===== config.mk =====
export PLATFORM = sky130hd
export DESIGN_NAME = port_engine
export DESIGN_NICKNAME = d
export VERILOG_FILES = /design/src/ram_pkg.sv /design/src/req_fifo.sv /design/src/port_engine.sv
export SDC_FILE = /design/constraint.sdc
export NUM_CORES = 1
export LEC_CHECK = 0
export CORE_MARGIN = 2
export CORE_UTILIZATION = 63
export CTS_BUF_LIST = sky130_fd_sc_hd__clkbuf_16
export CTS_CLUSTER_SIZE = 14
export DETAILED_ROUTE_END_ITERATION = 16
export DONT_BUFFER_PORTS = 1
export PLACE_DENSITY_LB_ADDON = 0.2
export SLEW_MARGIN = 15
export SYNTH_ARGS = -nofsm -noshare
export SYNTH_HDL_FRONTEND = slang
export SYNTH_SLANG_ARGS = --single-unit

===== constraint.sdc =====
create_clock -name aclk -period 6.33 [get_ports aclk]
set_input_delay 0.633 -clock aclk [delete_from_list [all_inputs] [get_ports aclk]]
set_output_delay 0.633 -clock aclk [all_outputs]
set_load 0.01 [all_outputs]

===== src/ram_pkg.sv =====
/* Shared sizes and the memory line type of the dual-width AXI4-lite RAM */

package ram_pkg;

    ////////////////////////////////////////
    // Bus and memory geometry
    ////////////////////////////////////////

    // Byte address width seen on both ports
    localparam int ADDR_W = 10;

    // One memory line holds the full width of the wide port
    localparam int LINE_W = 64;

    // Data widths of the two slave ports
    localparam int NARROW_W = 32;
    localparam int WIDE_W = LINE_W;

    // Lines needed to cover the whole byte address space
    localparam int LINE_NUM = (2 ** ADDR_W) / (LINE_W / 8);

    // Requests buffered per channel before ready drops
    localparam int OSTD_DEPTH = 4;

    ////////////////////////////////////////
    // Memory line
    ////////////////////////////////////////

    // The wide port sees the whole line, the narrow port sees two words
    // and word 1 is the upper half
    typedef union packed {
        logic [LINE_W-1:0] line;
        logic [1:0][NARROW_W-1:0] word;
    } ram_line_t;

endpackage


===== src/req_fifo.sv =====
/* Request FIFO, buffers one AXI4-lite request channel of a port */

module req_fifo #(
    parameter int WIDTH = 8,
    parameter int DEPTH = 4
) (
    input  logic             aclk,
    input  logic             aresetn,
    input  logic             push,
    input  logic [WIDTH-1:0] data_in,
    output logic             full,
    input  logic             pull,
    output logic [WIDTH-1:0] data_out,
    output logic             empty
);

    localparam int PTR_W = (DEPTH > 1) ? $clog2(DEPTH) : 1;
    localparam int CNT_W = $clog2(DEPTH + 1);

    logic [WIDTH-1:0] store [DEPTH];
    logic [PTR_W-1:0] wr_ptr;
    logic [PTR_W-1:0] rd_ptr;
    logic [CNT_W-1:0] count;

    // Pointers wrap at DEPTH, which need not be a power of two
    always_ff @(posedge aclk or negedge aresetn) begin
        if (!aresetn) begin
            wr_ptr <= '0;
            rd_ptr <= '0;
            count <= '0;
        end else begin
            if (push) begin
                wr_ptr <= (wr_ptr == PTR_W'(DEPTH - 1)) ? '0 : wr_ptr + 1'b1;
            end
            if (pull) begin
                rd_ptr <= (rd_ptr == PTR_W'(DEPTH - 1)) ? '0 : rd_ptr + 1'b1;
            end
            if (push && !pull) begin
                count <= count + 1'b1;
            end else if (pull && !push) begin
                count <= count - 1'b1;
            end
        end
    end

    // Payload storage
    always_ff @(posedge aclk) begin
        if (push) begin
            store[wr_ptr] <= data_in;
        end
    end

    assign data_out = store[rd_ptr];
    assign full = (count == CNT_W'(DEPTH));
    assign empty = (count == '0);

    ////////////////////////////////////////
    // Checks
    ////////////////////////////////////////

    // The owner gates push with full and pull with its own response state
    assert property (@(posedge aclk) disable iff (!aresetn) !(push && full))
        else $error("req_fifo: push while full");

    assert property (@(posedge aclk) disable iff (!aresetn) !(pull && empty))
        else $error("req_fifo: pull while empty");

endmodule


===== src/port_engine.sv =====
/* AXI4-lite port engine, buffers requests, sequences in-order reads and
   writes against the line RAM and holds the rvalid and bvalid flags */

module port_engine #(
    parameter int DATA_W = 32,
    parameter int DEPTH = 4
) (
    input  logic                       aclk,
    input  logic                       aresetn,
    // Write address and data channels
    input  logic                       awvalid,
    output logic                       awready,
    input  logic [ram_pkg::ADDR_W-1:0] awaddr,
    input  logic                       wvalid,
    output logic                       wready,
    input  logic [DATA_W-1:0]          wdata,
    input  logic [DATA_W/8-1:0]        wstrb,
    // Write response channel
    output logic                       bvalid,
    input  logic                       bready,
    // Read channels
    input  logic                       arvalid,
    output logic                       arready,
    input  logic [ram_pkg::ADDR_W-1:0] araddr,
    output logic                       rvalid,
    input  logic                       rready,
    output logic [DATA_W-1:0]          rdata,
    // Line RAM side
    output logic                       wr_en,
    output logic [ram_pkg::ADDR_W-1:0] wr_addr,
    output logic [DATA_W-1:0]          wr_data,
    output logic [DATA_W/8-1:0]        wr_strb,
    output logic [ram_pkg::ADDR_W-1:0] rd_addr,
    input  logic [DATA_W-1:0]          rd_data
);

    localparam int STRB_W = DATA_W / 8;
    // One slot more than DEPTH, the head stays in the FIFO while in flight
    localparam int FIFO_DEPTH = DEPTH + 1;

    logic                       aw_push;
    logic                       aw_full;
    logic                       aw_empty;
    logic                       w_push;
    logic                       w_full;
    logic                       w_empty;
    logic [DATA_W+STRB_W-1:0]   w_head;
    logic                       ar_push;
    logic                       ar_full;
    logic                       ar_empty;
    logic                       ar_pull;
    logic                       wr_go;

    ////////////////////////////////////////
    // Request FIFOs
    ////////////////////////////////////////

    assign awready = !aw_full;
    assign wready = !w_full;
    assign arready = !ar_full;

    assign aw_push = awvalid && !aw_full;
    assign w_push = wvalid && !w_full;
    assign ar_push = arvalid && !ar_full;

    req_fifo #(.WIDTH(ram_pkg::ADDR_W), .DEPTH(FIFO_DEPTH)) aw_fifo (
        .aclk     (aclk),
        .aresetn  (aresetn),
        .push     (aw_push),
        .data_in  (awaddr),
        .full     (aw_full),
        .pull     (wr_go),
        .data_out (wr_addr),
        .empty    (aw_empty)
    );

    req_fifo #(.WIDTH(DATA_W + STRB_W), .DEPTH(FIFO_DEPTH)) w_fifo (
        .aclk     (aclk),
        .aresetn  (aresetn),
        .push     (w_push),
        .data_in  ({wstrb, wdata}),
        .full     (w_full),
        .pull     (wr_go),
        .data_out (w_head),
        .empty    (w_empty)
    );

    req_fifo #(.WIDTH(ram_pkg::ADDR_W), .DEPTH(FIFO_DEPTH)) ar_fifo (
        .aclk     (aclk),
        .aresetn  (aresetn),
        .push     (ar_push),
        .data_in  (araddr),
        .full     (ar_full),
        .pull     (ar_pull),
        .data_out (rd_addr),
        .empty    (ar_empty)
    );

    ////////////////////////////////////////
    // Write sequencing
    ////////////////////////////////////////

    // A write goes out once both heads are there and no response is pending
    assign wr_go = !bvalid && !aw_empty && !w_empty;
    assign wr_en = wr_go;
    assign wr_data = w_head[DATA_W-1:0];
    assign wr_strb = w_head[DATA_W+:STRB_W];

    always_ff @(posedge aclk or negedge aresetn) begin
        if (!aresetn) begin
            bvalid <= 1'b0;
        end else if (bvalid) begin
            if (bready) begin
                bvalid <= 1'b0;
            end
        end else if (wr_go) begin
            bvalid <= 1'b1;
        end
    end

    ////////////////////////////////////////
    // Read sequencing
    ////////////////////////////////////////

    // The RAM reads the head address, so rdata holds while the head stays
    assign ar_pull = rvalid && rready;
    assign rdata = rd_data;

    always_ff @(posedge aclk or negedge aresetn) begin
        if (!aresetn) begin
            rvalid <= 1'b0;
        end else if (rvalid) begin
            if (rready) begin
                rvalid <= 1'b0;
            end
        end else if (!ar_empty) begin
            rvalid <= 1'b1;
        end
    end

    // Responses and their read data are held until the manager takes them
    assert property (@(posedge aclk) disable iff (!aresetn)
                     rvalid && !rready |=> rvalid && $stable(rdata))
        else $error("port_engine: rvalid or rdata changed without rready");

    assert property (@(posedge aclk) disable iff (!aresetn) bvalid && !bready |=> bvalid)
        else $error("port_engine: bvalid dropped without bready");

endmodule


==> impl_metrics.csv <==
group,metric,value,unit
clocking,cts-hold-fix-buffers,2,
sta,rsz0062_at_grt,"false",
critical_path,critPathLaunchType,"flip-flop",
sta,finalMaxSlewViolations,0,
grt,grt_max_degree,41,
final_layout,nets,709,
critical_path,worst_path_dominant_cell_family,"multiplexers",
run,max_cap_viol_count,0,
clocking,htree_num_levels,1,
grt,antenna_found_initial,0,
synthesis,syn_area_per_cell,20.5,um^2
synthesis,synth_fp_nets,711,
floorplanning,core,19300,um^2
sta,fin_skew,5.63,ps
hold_path,min_to,"rvalid",
placement,dp_hpwl,12100,um
critical_path,r2r_cells,7,
grt,grt-ovfl-total,0,
critical_path,r2r_setup_slack,3990,ps
sta,fmax,326,MHz
final_layout,n_antenna_cell,0,
critical_path,r2r-end,"aw_fifo.count[1]",
detailed_routing,drt-initial-drc-count,246,
sta,hold_viol_final,0,
synthesis,synth_largest_area_cell,"edfxtp_1",
detailed_routing,wirelength,20600,um
clocking,path_clk_slew,60,ps
critical_path,path_class,"flip-flop to output port",
placement,placed_cell_area,12500,um^2
status,status,"finished clean",
power,ir_drop,265,uV
hold_path,hp-start,"rready",
sta,tightest_slew,1060,ps
clocking,insertion_delay,540,ps
detailed_routing,via_count,5384,
clocking,post_cts_buffers,0,
hold_path,min_path_cells,1,
detailed_routing,vias_per_cell,6.08,
clocking,clk_path_buf_depth,3,
power,powerDensity,478,nW/um^2
hold_path,hp-class,"input pin to flip-flop",
final_layout,stdcell_area,13500,um^2
synthesis,synth-seq-cells,309,
clocking,cts-resized-gates,0,
critical_path,crit_chain,"buf_4 > mux4_2 > mux2_2",
clocking,clock-sinks,309,
clocking,cts_made_buffers,30,
power,leakage,4.48,nW
synthesis,synth_ff_type,"edfxtp_1",
grt,grt_pass1_wl,31700,um
detailed_routing,firstDrtPassIters,6,
critical_path,cp.required,5700,ps
floorplanning,start_util,63.8,%
final_layout,syn_to_final_growth,10.1,%
sta,min_period,3060,ps
clocking,cts_root_buffer,"clkbuf_16",
detailed_routing,wl_per_cell,23.3,um
critical_path,critPathMaxStageDelay,600,ps
synthesis,synth-seq-area-share,74.3,%
placement,place_congestion,0.741,
grt,track_usage,20.4,%
critical_path,arrival,2430,ps
synthesis,netlist_area,12300,um^2
synthesis,ys_top_cells_by_count,"edfxtp_1, mux2_2, mux4_2, buf_4, dfrtp_1",
synthesis,synth_edf_count,280,
sta,setup_violations,0,
floorplanning,placementRows,51,
critical_path,endpoint_kind,"output port",
sta,slew_headroom,29.0,%
grt,grt_pass1_vias,5890,
placement,portBuffers,0,
final_layout,drive_above_1_share,31.9,%
synthesis,synthArstFlopShare,9.39,%
synthesis,yosys_warnings,0,
detailed_routing,ant_nets,0,
critical_path,worstPathBufferInverterCount,1,
sta,period_share,48.4,%
clocking,cts_tree,"yes",
synthesis,synth.most_common_cell,"edfxtp_1",
critical_path,r2r-start,"aw_fifo.count[1]",
detailed_routing,drc,0,
critical_path,path_max_fanout,40,
synthesis,ys_types,32,
floorplanning,fp.dieW,144,um
floorplanning,die_h,144,um
synthesis,netlist.area_leader.share,68.4,%
synthesis,synth.area.top_cells,"edfxtp_1, mux4_2, mux2_2",
floorplanning,ios,189,
synthesis,synthCells,598,
critical_path,slowest_stage,"buf_4",
sta,tns,0,ps
floorplanning,die_area,20600,um^2
==> routing by layer <==
layer	track usage, %	vias to the layer above	part of all wire (%)	routed length, um
met1	24.4	2814	38	7840
met4	7.69	0	2.5	516
met2	35.2	147	52	10700
li1	-	2366	-	-
met5	0	-	0	0
met3	5.96	57	7.6	1570
==> where the power goes <==
| part | internal (W) | switching [W] |
|---|---|---|
| Clock | 0.00106 | 0.000714 |
| Combinational | 0.000858 | 0.000826 |
| Sequential | 0.00264 | 0.000366 |
==> area by class of cell <==
| type | count | area (um^2) |
|---|---|---|
| Clock inverter | 26 | 258 |
| Tap cell | 265 | 332 |
| Clock buffer | 30 | 751 |
| Multi-Input combinational cell | 218 | 2830 |
| Timing Repair Buffer | 17 | 143 |
| Fill cell | 1195 | 5750 |
| Sequential cell | 309 | 9140 |
| Inverter | 20 | 75.1 |
==> per-stage QoR <==
stage	cells	setup slack (ps)	utilization, %	hold WS (ps)	power [W]
CTS	885	3160	70.2	154	0.00657
global route	885	3090	70.2	157	0.00680
finish	885	3270	70.2	172	0.00647
detailed placement	827	3750	64.8	338	0.00478
global placement	827	3760	64.8	338	0.00468
floorplan	598	1170	-	337	0.00435
==> sequential cells by signal, indices dropped and copies added (netlist names) <==
name            cells
aw_fifo.count       3
bvalid              1
ar_fifo.store      50
rvalid              1
w_fifo.count        3
w_fifo.rd_ptr       3
ar_fifo.count       3
ar_fifo.rd_ptr      3
aw_fifo.wr_ptr      3
aw_fifo.store      50
w_fifo.store      180
w_fifo.wr_ptr       3
aw_fifo.rd_ptr      3
ar_fifo.wr_ptr      3
==> cell usage in the layout (no fill, tap or decap), types with 5 or more instances in the layout <==
cell,instances
edfxtp_1,280
mux2_2,66
mux4_2,56
clkbuf_16,30
dfrtp_1,26
inv_1,24
ha_1,15
buf_4,15
nor4_2,12
clkinv_1,9
nand2_1,8
a21oi_1,7
o21ai_0,7
xor2_1,6
nor2_1,6
bufinv_16,5
==> worst max-delay path by stage <==
stage,endpoint,startpoint,cells after the start
2_1_floorplan,w_fifo.store[4][0],w_fifo.count[0],3
3_3_place_gp,wr_data[1],w_fifo.rd_ptr[0],3
3_5_place_dp,wr_data[1],w_fifo.rd_ptr[0],3
4_1_cts,wr_data[1],w_fifo.rd_ptr[0],3
5_1_grt,wr_data[17],w_fifo.rd_ptr[0],3
6_report,wr_data[17],w_fifo.rd_ptr[0],3
==> cell families after synthesis <==
| family | after synthesis | synth area share, % |
|---|---|---|
| flops | 309 | 74.3 |
| mux | 124 | 16.5 |
| buf+inv | 71 | 3.34 |
| simple gates | 44 | 2.00 |
| compound gates | 23 | 1.18 |
| fa+ha+maj | 18 | 2.02 |
| xor+xnor | 9 | 0.642 |
Power figures use the tool's default switching activity.
